--- src/hdl/uart_pkg.sv ---
// serial line timing shared by receiver, transmitter and testbench
// 8N1 framing, each bit timed by a clock counter
package uart_pkg;

	localparam int CLK_FREQ_HZ = 10_000_000;	// 100 ns system clock
	localparam int BAUD_RATE = 625_000;
	localparam int CLKS_PER_BIT = CLK_FREQ_HZ / BAUD_RATE;	// 16
	localparam int DATA_BITS = 8;
	localparam int STOP_BITS = 1;
	localparam int FRAME_BITS = 1 + DATA_BITS + STOP_BITS;	// start + data + stop

	localparam int CLK_CNT_W = $clog2(CLKS_PER_BIT);
	localparam int BIT_CNT_W = $clog2(DATA_BITS);
	localparam int FRAME_CNT_W = $clog2(FRAME_BITS);

	// counter end values, sized to their counters
	localparam logic [CLK_CNT_W-1:0] BIT_END_CNT = CLK_CNT_W'(CLKS_PER_BIT - 1);
	localparam logic [CLK_CNT_W-1:0] HALF_BIT_CNT = CLK_CNT_W'(CLKS_PER_BIT / 2 - 1);
	localparam logic [BIT_CNT_W-1:0] LAST_DATA_BIT = BIT_CNT_W'(DATA_BITS - 1);
	localparam logic [FRAME_CNT_W-1:0] LAST_FRAME_BIT = FRAME_CNT_W'(FRAME_BITS - 1);

endpackage

--- src/hdl/echo_pkg.sv ---
// line framing and buffer sizes for the echo path
package echo_pkg;

	localparam logic [uart_pkg::DATA_BITS-1:0] FRAME_MARK = 8'h26;	// "&"
	localparam int MARK_COUNT = 2;	// markers on each side
	localparam int LINE_DEPTH = 64;
	localparam int MAX_PAYLOAD = LINE_DEPTH - 2 * MARK_COUNT;	// 60
	// two character times of silence ends a line
	localparam int IDLE_GAP_CLKS = 2 * uart_pkg::FRAME_BITS * uart_pkg::CLKS_PER_BIT;
	localparam int LEN_WIDTH = 8;

	localparam int PTR_WIDTH = $clog2(LINE_DEPTH);
	localparam int GAP_CNT_W = $clog2(IDLE_GAP_CLKS);

	localparam logic [PTR_WIDTH-1:0] PAYLOAD_BASE = PTR_WIDTH'(MARK_COUNT);
	localparam logic [PTR_WIDTH-1:0] PAYLOAD_LIMIT = PTR_WIDTH'(MARK_COUNT + MAX_PAYLOAD);
	localparam logic [GAP_CNT_W-1:0] GAP_END_CNT = GAP_CNT_W'(IDLE_GAP_CLKS - 1);

endpackage

--- src/hdl/echo_line_buffer.sv ---
// line buffer for the echo path
// collects bytes until the line goes quiet, then replays
// the line wrapped in marker bytes to the transmitter
`timescale 1ns/10ps

module echo_line_buffer (
	input  logic                           sys_clk,
	input  logic                           sys_rst_n,
	input  logic [uart_pkg::DATA_BITS-1:0] rx_data,
	input  logic                           rx_valid,
	output logic [uart_pkg::DATA_BITS-1:0] tx_data,
	output logic                           tx_valid,
	input  logic                           tx_ready,
	output logic [echo_pkg::LEN_WIDTH-1:0] line_len,
	output logic                           echo_busy
);

	typedef enum logic [1:0] {
		ST_COLLECT,	// empty, waiting for a first byte
		ST_WAIT_GAP,	// bytes stored, counting idle clocks
		ST_DRAIN
	} buf_state_t;

	buf_state_t state;

	logic [uart_pkg::DATA_BITS-1:0] line_mem [echo_pkg::LINE_DEPTH];
	logic [echo_pkg::PTR_WIDTH-1:0] wr_ptr;	// next payload slot
	logic [echo_pkg::PTR_WIDTH-1:0] rd_ptr;
	logic [echo_pkg::PTR_WIDTH-1:0] last_ptr;
	logic [echo_pkg::GAP_CNT_W-1:0] gap_cnt;

	logic accept;	// byte arrived while not draining
	logic store;
	logic gap_done;
	logic tx_fire;

	assign accept = rx_valid && (state != ST_DRAIN);
	assign store = accept && (wr_ptr != echo_pkg::PAYLOAD_LIMIT);
	// a byte on the final gap cycle restarts the count instead
	assign gap_done = (state == ST_WAIT_GAP) && !rx_valid &&
		(gap_cnt == echo_pkg::GAP_END_CNT);
	assign tx_fire = tx_valid && tx_ready;

	// trailing markers sit right after the payload
	assign last_ptr = wr_ptr + echo_pkg::PTR_WIDTH'(echo_pkg::MARK_COUNT - 1);

	assign tx_valid = (state == ST_DRAIN);
	assign tx_data = line_mem[rd_ptr];
	assign echo_busy = (state == ST_DRAIN);

	always_ff @(posedge sys_clk or negedge sys_rst_n) begin
		if (!sys_rst_n) begin
			state <= ST_COLLECT;
			wr_ptr <= echo_pkg::PAYLOAD_BASE;
			rd_ptr <= '0;
			gap_cnt <= '0;
			line_len <= '0;
		end else begin
			case (state)
				ST_COLLECT: begin
					gap_cnt <= '0;
					if (store) begin
						wr_ptr <= wr_ptr + 1'b1;
						state <= ST_WAIT_GAP;
					end
				end
				ST_WAIT_GAP: begin
					if (accept) begin
						gap_cnt <= '0;	// line still active, even when full
						if (store)
							wr_ptr <= wr_ptr + 1'b1;
					end else if (gap_done) begin
						gap_cnt <= '0;
						rd_ptr <= '0;
						line_len <= echo_pkg::LEN_WIDTH'(wr_ptr - echo_pkg::PAYLOAD_BASE);
						state <= ST_DRAIN;
					end else
						gap_cnt <= gap_cnt + 1'b1;
				end
				ST_DRAIN: begin
					if (tx_fire) begin
						if (rd_ptr == last_ptr) begin
							wr_ptr <= echo_pkg::PAYLOAD_BASE;	// empty for next line
							state <= ST_COLLECT;
						end else
							rd_ptr <= rd_ptr + 1'b1;
					end
				end
				default: state <= ST_COLLECT;
			endcase
		end
	end

	// storage array
	// leading and trailing markers are written as the line closes
	always_ff @(posedge sys_clk) begin
		if (store)
			line_mem[wr_ptr] <= rx_data;
		else if (gap_done) begin
			for (int i = 0; i < echo_pkg::MARK_COUNT; i++) begin
				line_mem[i] <= echo_pkg::FRAME_MARK;
				line_mem[wr_ptr + echo_pkg::PTR_WIDTH'(i)] <= echo_pkg::FRAME_MARK;
			end
		end
	end

endmodule

--- src/hdl/uart_echo_top.sv ---
// uart line echo top level
// receiver -> line buffer -> transmitter
`timescale 1ns/10ps

module uart_echo_top (
	input  logic                           sys_clk,
	input  logic                           sys_rst_n,
	input  logic                           uart_rx_line,
	output logic                           uart_tx_line,
	output logic [echo_pkg::LEN_WIDTH-1:0] line_len,
	output logic                           echo_busy
);

	logic [uart_pkg::DATA_BITS-1:0] rx_data;
	logic                           rx_valid;	// no back-pressure on this link
	logic [uart_pkg::DATA_BITS-1:0] tx_data;
	logic                           tx_valid;
	logic                           tx_ready;

	uart_rx ins_uart_rx (
		.sys_clk   (sys_clk),
		.sys_rst_n (sys_rst_n),
		.rx_line   (uart_rx_line),
		.rx_data   (rx_data),
		.rx_valid  (rx_valid)
	);

	echo_line_buffer ins_line_buffer (
		.sys_clk   (sys_clk),
		.sys_rst_n (sys_rst_n),
		.rx_data   (rx_data),
		.rx_valid  (rx_valid),
		.tx_data   (tx_data),
		.tx_valid  (tx_valid),
		.tx_ready  (tx_ready),
		.line_len  (line_len),
		.echo_busy (echo_busy)
	);

	uart_tx ins_uart_tx (
		.sys_clk   (sys_clk),
		.sys_rst_n (sys_rst_n),
		.tx_data   (tx_data),
		.tx_valid  (tx_valid),
		.tx_ready  (tx_ready),
		.tx_line   (uart_tx_line)
	);

endmodule

--- src/hdl/uart_rx.sv ---
// serial receiver, 8N1
// two-flop synchronizer, start edge detect, mid-bit sampling
// bytes with a low stop bit are dropped
`timescale 1ns/10ps

module uart_rx (
	input  logic                           sys_clk,
	input  logic                           sys_rst_n,
	input  logic                           rx_line,
	output logic [uart_pkg::DATA_BITS-1:0] rx_data,
	output logic                           rx_valid
);

	typedef enum logic [1:0] {
		RX_IDLE,
		RX_START,
		RX_DATA,
		RX_STOP
	} rx_state_t;

	rx_state_t state;

	logic rx_meta;
	logic rx_sync;
	logic rx_sync_d;	// previous synced level for edge detect
	logic start_edge;
	logic bit_end;
	logic [uart_pkg::CLK_CNT_W-1:0] clk_cnt;
	logic [uart_pkg::BIT_CNT_W-1:0] bit_cnt;
	logic [uart_pkg::DATA_BITS-1:0] shift_reg;

	assign start_edge = rx_sync_d && !rx_sync;
	assign bit_end = (clk_cnt == uart_pkg::BIT_END_CNT);

	// line idles high
	always_ff @(posedge sys_clk or negedge sys_rst_n) begin
		if (!sys_rst_n) begin
			rx_meta <= 1'b1;
			rx_sync <= 1'b1;
			rx_sync_d <= 1'b1;
		end else begin
			rx_meta <= rx_line;
			rx_sync <= rx_meta;
			rx_sync_d <= rx_sync;
		end
	end

	always_ff @(posedge sys_clk or negedge sys_rst_n) begin
		if (!sys_rst_n) begin
			state <= RX_IDLE;
			clk_cnt <= '0;
			bit_cnt <= '0;
			rx_valid <= 1'b0;
		end else begin
			rx_valid <= 1'b0;	// single cycle pulse
			case (state)
				RX_IDLE: begin
					clk_cnt <= '0;
					if (start_edge)
						state <= RX_START;
				end
				RX_START: begin
					// recheck at middle of start bit, glitches go back to idle
					if (clk_cnt == uart_pkg::HALF_BIT_CNT) begin
						clk_cnt <= '0;
						bit_cnt <= '0;
						state <= rx_sync ? RX_IDLE : RX_DATA;
					end else
						clk_cnt <= clk_cnt + 1'b1;
				end
				RX_DATA: begin
					if (bit_end) begin
						clk_cnt <= '0;
						if (bit_cnt == uart_pkg::LAST_DATA_BIT)
							state <= RX_STOP;
						else
							bit_cnt <= bit_cnt + 1'b1;
					end else
						clk_cnt <= clk_cnt + 1'b1;
				end
				RX_STOP: begin
					if (bit_end) begin
						state <= RX_IDLE;
						rx_valid <= rx_sync;	// framing check
					end else
						clk_cnt <= clk_cnt + 1'b1;
				end
				default: state <= RX_IDLE;
			endcase
		end
	end

	// lsb arrives first, shift in from the top
	always_ff @(posedge sys_clk) begin
		if (state == RX_DATA && bit_end)
			shift_reg <= {rx_sync, shift_reg[uart_pkg::DATA_BITS-1:1]};
		if (state == RX_STOP && bit_end && rx_sync)
			rx_data <= shift_reg;
	end

endmodule

--- src/hdl/uart_tx.sv ---
// serial transmitter, 8N1
// ready/valid byte input, lsb first on the line
`timescale 1ns/10ps

module uart_tx (
	input  logic                           sys_clk,
	input  logic                           sys_rst_n,
	input  logic [uart_pkg::DATA_BITS-1:0] tx_data,
	input  logic                           tx_valid,
	output logic                           tx_ready,
	output logic                           tx_line
);

	logic busy;
	logic load;
	logic bit_end;
	logic [uart_pkg::CLK_CNT_W-1:0] clk_cnt;
	logic [uart_pkg::FRAME_CNT_W-1:0] bit_idx;	// 0 is the start bit
	logic [uart_pkg::FRAME_BITS-2:0] shift_reg;	// data then stop bits

	assign tx_ready = !busy;
	assign load = tx_valid && tx_ready;
	assign bit_end = busy && (clk_cnt == uart_pkg::BIT_END_CNT);

	always_ff @(posedge sys_clk or negedge sys_rst_n) begin
		if (!sys_rst_n) begin
			busy <= 1'b0;
			clk_cnt <= '0;
			bit_idx <= '0;
			tx_line <= 1'b1;	// idle high
		end else if (load) begin
			busy <= 1'b1;
			clk_cnt <= '0;
			bit_idx <= '0;
			tx_line <= 1'b0;	// start bit
		end else if (busy) begin
			if (bit_end) begin
				clk_cnt <= '0;
				if (bit_idx == uart_pkg::LAST_FRAME_BIT)
					busy <= 1'b0;	// stop bit done, line stays high
				else begin
					bit_idx <= bit_idx + 1'b1;
					tx_line <= shift_reg[0];
				end
			end else
				clk_cnt <= clk_cnt + 1'b1;
		end
	end

	// stop bits ride along at the top, ones shift in behind them
	always_ff @(posedge sys_clk) begin
		if (load)
			shift_reg <= {{uart_pkg::STOP_BITS{1'b1}}, tx_data};
		else if (bit_end)
			shift_reg <= {1'b1, shift_reg[uart_pkg::FRAME_BITS-2:1]};
	end

endmodule

--- config.mk ---
export PLATFORM = sky130hd
export DESIGN_NAME = uart_echo_top
export DESIGN_NICKNAME = d
export VERILOG_FILES = /design/src/hdl/uart_pkg.sv /design/src/hdl/echo_pkg.sv /design/src/hdl/echo_line_buffer.sv /design/src/hdl/uart_echo_top.sv /design/src/hdl/uart_rx.sv /design/src/hdl/uart_tx.sv
export SDC_FILE = /design/constraint.sdc
export NUM_CORES = 1
export LEC_CHECK = 0
export ABC_AREA = 1
export ABC_CLOCK_PERIOD_IN_PS = 6200
export BUFFER_PORTS_ARGS = -buffer_cell sky130_fd_sc_hd__buf_2
export CAP_MARGIN = 20
export CORE_ASPECT_RATIO = 0.9
export CORE_MARGIN = 4
export CORE_UTILIZATION = 45
export DETAILED_ROUTE_END_ITERATION = 6
export PLACE_DENSITY_LB_ADDON = 0.12
export SLEW_MARGIN = 20
export SYNTH_ARGS = -nofsm -noshare
export SYNTH_HDL_FRONTEND = slang
export SYNTH_HIERARCHICAL = 1
export SYNTH_SLANG_ARGS = --single-unit
--- constraint.sdc ---
create_clock -name sys_clk -period 6.2 [get_ports sys_clk]
set_input_delay 0 -clock sys_clk [delete_from_list [all_inputs] [get_ports sys_clk]]
set_output_delay 0 -clock sys_clk [all_outputs]
set_load 0.03 [all_outputs]
### Yosys cells after proc, flatten, opt, wreduce, memory -nomap -nowiden

Memory sizes are Yosys's and may differ from the RTL's.
Cells that the tools add are included.

* memory bits (writable): 512
* register bits: 78
* logic and storage cells: 150
* memories: 1

* bitwise logic cells: 5
* $add $sub $neg: 8
* eq/ne operators: 30
* reductions and logical operators: 28
* mux-type cells: 59

Memory list
* ins_line_buffer.line_mem: words 64, bits a word 8, rd ports 1, clocked after Yosys merged registers in 0, write ports 4, RTL line echo_line_buffer.sv:26 `logic [uart_pkg::DATA_BITS-1:0] line_mem [echo_pkg::LINE_DEPTH];`

Operators by type and width (count)
* $mux 6: 8
* $mux 4: 10
* $mux 8: 3
* $mux 2: 11
* $mux 9: 2
* $pmux 6 s3: 1
* $pmux 9 s2: 1
* $ne 2x1->1 const B: 8
* $ne 2x2->1 const B: 8
* $pmux 4 s4: 1
* $mux 1: 15
* $reduce_and 5->1: 3
* $add 4x1->4 const B: 3
* $add 6x1->6 const B: 2
* $eq 4x4->1 const B: 3
* $pmux 6 s2: 1
* $logic_and 1x1->1: 10
* $reduce_bool 2->1: 5
* $add 9x1->9 const B: 1
* $eq 9x9->1 const B: 1
* $mux 3: 3
* $pmux 2 s4: 1
* $reduce_and 4->1: 2
* $sub 6x2->7 const B: 1
* other kinds (17): 26

### Longest topological paths before layout

* depth in word-level cells: 9
* depth in mapped cells: 14

### Modules after synthesis

Netlist, hierarchy kept.

By module, submodules not included
* echo_line_buffer: area each 25065.3 um^2, instances 1, cells an instance 3517
* uart_rx: area each 1119.8 um^2, instances 1, cells an instance 93
* uart_tx: area each 893.4 um^2, instances 1, cells an instance 95

### Least setup slack after synthesis

OpenSTA, ideal clock, no wires.

* kind: register to register
* from: register ins_line_buffer/rd_ptr[0] (netlist bit)
* to: register ins_uart_tx/shift_reg[7] (netlist bit), data pin
* data arrival time: 1.858 ns
* setup time: 0.259 ns
* slack: 4.083 ns
* cell stages (with the launch flop): 13
* period minus slack after synthesis: 2.117 ns
* cells stage by stage: dfrtp_1 -> buf_2 -> inv_1 -> clkbuf_1 -> clkbuf_1 -> a21oi_1 -> o21ai_0 -> nand3_1 -> nand3_1 -> nand3_1 -> nand3_1 -> nand2_1 -> or2_1

* word-level cells in the longest chain between the ends: 2

RTL lines
* start, declared: RTL line echo_line_buffer.sv:28 `logic [echo_pkg::PTR_WIDTH-1:0] rd_ptr;`
* start signal, assigned: RTL line echo_line_buffer.sv:86 `rd_ptr <= rd_ptr + 1'b1;`
* $mem_v2 64x8
* named net tx_data (one bit): RTL line uart_echo_top.sv:16 `logic [uart_pkg::DATA_BITS-1:0] tx_data;`
* $mux 8: RTL line uart_tx.sv:52 `if (load)`
* end signal, assigned: RTL line uart_tx.sv:53 `shift_reg <= {{uart_pkg::STOP_BITS{1'b1}}, tx_data};`
* end signal, assigned: RTL line uart_tx.sv:55 `shift_reg <= {1'b1, shift_reg[uart_pkg::FRAME_BITS-2:1]};`
* end, declared: RTL line uart_tx.sv:19 `logic [uart_pkg::FRAME_BITS-2:0] shift_reg;`

The timed path passes the listed nets, and every way through them passes these cells.
A chain may end at the register's enable or synchronous reset.

==> summary.txt <==
Clock tree
  – H-tree levels: 2
  – Num Clock Sinks: 589
  – Clock root buffer: clkbuf_16
  – Post-CTS Resized: 0
  – Worst-Skew Late Latency: 630 ps
  – Number of buffers between clock root and the deepest sink: 3
  – Number of buffers created by CTS: 61
  – Clock transition at the registers of the reported paths: 60 ps
  – CTS tree: done

Yosys
  – Prevailing post-synth register cell: dfxtp_1
  – Post-synth design cell area: 27100 sq um
  – Share of the yosys chip area belonging to registers: 45.4%
  – Avg Inst Size Synth: 7.31 sq um
  – Synthesis Warnings: 6
  – Total of flip-flops plus latches after synthesis: 589
  – Post-synth EDFFs: 24
  – Synth async-reset ratio: 9.00%
  – Number of different library cells in the post-synthesis netlist: 42
  – Cell count after synthesis: 3705
  – Mapped Nets: 3724

Routing
  – Post-Route WL: 89700 um
  – Total number of vias: 25400
  – Average wire per cell in the routed design: 20.4 um
  – First drt pass iteration count: 7
  – Detailed Route Iter0 Violations: 2659
  – Routed met2 length: 39000 um
  – Post-detailed-route DRC marker count: 1
  – DRT met1 WL: 40300 um
  – Remaining number of nets flagged by the antenna check after routing: 0
  – Top sig layer: met4
  – Routed vias/inst: 5.78
  – Met3 wire len: 7190 um

Placed design
  – Placed wire-length estimate after detailed placement: 56200 um
  – GP Congestion: 0.925
  – DP Worst Slack: 2680 ps
  – Count of port buffers added during placement: 12

Pwr
  – Max IR drop VDD: 0.202 mV
  – Static power due to leakage: 12.8 nW
  – Power per Cell Area: 262 nW/um^2

Timing
  – Count of pins over their slew limit: 0
  – Final worst-path setup slack: 2590 ps
  – Worst slew margin: 18.2%
  – Min Tclk post-route: 3610 ps
  – Worst clock skew on the final layout: 21.4 ps
  – Final setup viols: 0
  – Ratio of final minimum period to clock period: 58.3%
  – Number of endpoints with negative hold slack in the final report: 0
  – Setup TNS after final layout: 0 ps
  – Setup repair after global routing missed its margin: false
  – Worst slew pin tran: 1220 ps
  – Worst hold-check slack: 77.0 ps
  – Highest attainable clock frequency: 0.277 GHz

Finish
  – Multi-input gate area: 12700 sq um
  – Area added between synthesis and finish: 8.87%
  – Fin util: 49.4%
  – Filler Cells Inserted: 5880
  – Area taken by flip-flops and latches: 12300 sq um
  – Largest regs: ins_line_buffer/line_mem x512, ins_line_buffer/gap_cnt x9
  – Flip-flop count of the largest register, all copies and words added: 512
  – Antenna diode instance count: 0
  – Most flops, register: ins_line_buffer/line_mem
  – Final net count: 3581
  – Share of layout cells above drive strength 1: 6.43%

Run
  – MaxCap Viol Count: 0

Die
  – Number of placement rows: 85
  – Starting Density: 45.4%
  – Area of the core region: 59700 sq um
  – Number of top-level design ports: 13
  – Die area: 64200 sq um
  – Vertical die dimension: 241 um
  – Die X-Extent: 267 um

Critical path
  – Type of the setup path with the least slack: register to register
  – Setup crit end kind: register
  – Cells along the critical path: inv_1, ha_1, nand4_1, nand2_2, nand2_4, buf_4, nand3_1, o21ai_0, a21oi_1
  – Cell type group with the largest total delay on the critical path: simple AND/OR/NAND/NOR gates
  – R2r endpoint: ins_line_buffer/line_mem[44][0]$_SDFFE_PP0P_
  – Critical path startpoint category: register
  – Number of buffer and inverter instances along the worst setup path: 2
  – Critical path peak fanout: 64
  – Slowest-stage cell, CP: dfrtp_1
  – Worst endpoint data arrival time: 4110 ps
  – Number of cells on the worst reg-to-reg path: 9
  – Launch point of the worst reg-to-reg path: ins_line_buffer/wr_ptr[0]$_DFFE_PN0P_
  – Critical path origin: ins_line_buffer/wr_ptr[0]$_DFFE_PN0P_
  – Stage delay of the slowest cell on the critical path: 690 ps
  – CP Depth: 9
  – Data required, critical path: 6690 ps
  – Reg2reg setup slack: 2590 ps
  – Worst Setup EP: ins_line_buffer/line_mem[44][0]$_SDFFE_PP0P_

GRT
  – Total Routing Usage GR: 27.2%
  – Maximum number of pins on one net before global-route repair: 174
  – Overflow left after global routing: 0
  – Number of antenna violations at the first check in global routing: 0
  – Number of global-route vias before repair: 23300
  – Wire length of the first global-routing pass: 137000 um

Hold path
  – HP Class: input port to asynchronous set/reset pin

Run status
  – Violated checks: design-rule violations
  – Result of the run: finished with violations
-- power by group --
group | internal [W] | leakage [nW] | switching [W]
clock network | 0.00227 | 1.04 | 0.00156
registers | 0.00382 | 5.04 | 0.0000147
logic | 0.0000197 | 6.73 | 0.0000375
total | 0.00612 | 12.8 | 0.00162
-- layout make-up --
type / instances / area share (%)
repair buffers: 44 / 1.20
well taps: 783 / 3.32
clock inverters: 19 / 0.777
flip-flops and latches: 589 / 41.8
inverters: 276 / 3.54
multi-input cells: 2590 / 43.1
clock buffers: 92 / 6.33
-- placed cells by master (no fill, tap or decap), types with 8 or more instances in the layout --
cell type | Yosys | routed
a21oi_1 | 298 | 298
a31oi_1 | 25 | 25
buf_2 | 60 | 12
buf_4 | 6 | 26
clkbuf_1 | 159 | 12
clkbuf_16 | 0 | 64
clkbuf_8 | 0 | 16
clkinv_2 | 1 | 12
dfrtp_1 | 48 | 45
dfxtp_1 | 512 | 512
edfxtp_1 | 24 | 24
ha_1 | 16 | 16
inv_1 | 256 | 253
inv_2 | 9 | 15
nand2_1 | 696 | 696
nand3_1 | 227 | 227
nand3_2 | 20 | 20
nand4_1 | 9 | 9
nor2_1 | 429 | 422
nor2_2 | 14 | 18
nor2_4 | 11 | 14
o211a_1 | 21 | 21
o211ai_1 | 195 | 195
o21ai_0 | 523 | 523
o21ai_1 | 27 | 27
o22ai_1 | 42 | 42
xor2_1 | 8 | 8
-- cell families (layout without fill, tap and decap cells) --
| group | count (synthesis) | count (layout) | share of synthesized area, % |
|---|---|---|---|
| and+or+nand+nor | 1426 | 1426 | 22.1 |
| AOI/OAI and AO/OA | 1137 | 1137 | 23.6 |
| DFF | 589 | 589 | 45.4 |
| buffers and inverters | 526 | 431 | 7.80 |
| adders and majority gates | 16 | 16 | 0.739 |
| xor gates and xnor gates | 11 | 11 | 0.356 |
-- metrics by stage --
stage | power, W | instances | area [sq um]
final | 0.00773 | 4393 | 29500
after global routing | 0.00795 | 4393 | 29500
after CTS | 0.00781 | 4392 | 29500
after detailed placement | 0.00398 | 4278 | 27300
after global placement | 0.00397 | 4278 | 27300
after floorplan | 0.00396 | 3705 | 27100
-- worst min-delay path by stage --
stage	startpoint	endpoint	slack (ps)	depth (start not counted)
after floorplan	sys_rst_n	ins_line_buffer/gap_cnt[0]$_DFFE_PN0P_	-300	0
after global placement	uart_rx_line	ins_uart_rx/rx_meta$_DFF_PN1_	110	1
after detailed placement	uart_rx_line	ins_uart_rx/rx_meta$_DFF_PN1_	110	1
after CTS	sys_rst_n	ins_line_buffer/wr_ptr[4]$_DFFE_PN0P_	60	3
after global routing	sys_rst_n	ins_uart_rx/bit_cnt[1]$_DFFE_PN0P_	120	3
final	sys_rst_n	ins_line_buffer/line_len[0]$_DFFE_PN0P_	80	3
-- worst reg2reg max path: cells and delay by family, from the launching register on --
kind / cells / cell delay, ps
AND/OR/NAND/NOR: 4 / 1420
AO/OA/AOI/OAI: 2 / 440
flip-flops: 1 / 690
adder cells (fa/ha/maj): 1 / 260
buffers and inverters: 2 / 700
-- synthesized netlist by cell type (all sizes together) (2+ instances only) --
library cell	number	area, sq um
nor3	7	45.0
inv	266	1000
nand2	706	2700
a21oi	298	1490
o31ai	3	22.5
o211a	21	210
clkbuf	159	597
ha	16	200
nand4	9	56.3
dfstp	5	131
buf	91	477
edfxtp	24	721
nor2	454	1820
a31oi	25	156
o22ai	42	263
clkinv	10	38.8
or2	2	15.0
dfxtp	512	10200
dfrtp	48	1200
nand3	247	1340
xnor2	3	26.3
xor2	8	70.1
o21ai	550	2750
o211ai	195	1460
-- metal layers --
layer / GRT usage (%) / up-vias
li1: - / 12200
met1: 38.7 / 12000
met2: 42.3 / 977
met3: 4.14 / 179
met4: 9.70 / 0
met5: 0 / -
-- repair_timing --
action	4_1_cts	5_1_grt
setup buffers	0	0
endpoints found under the hold margin	54	0
hold buffers	3	0
(Power assumes the default switching activity.)
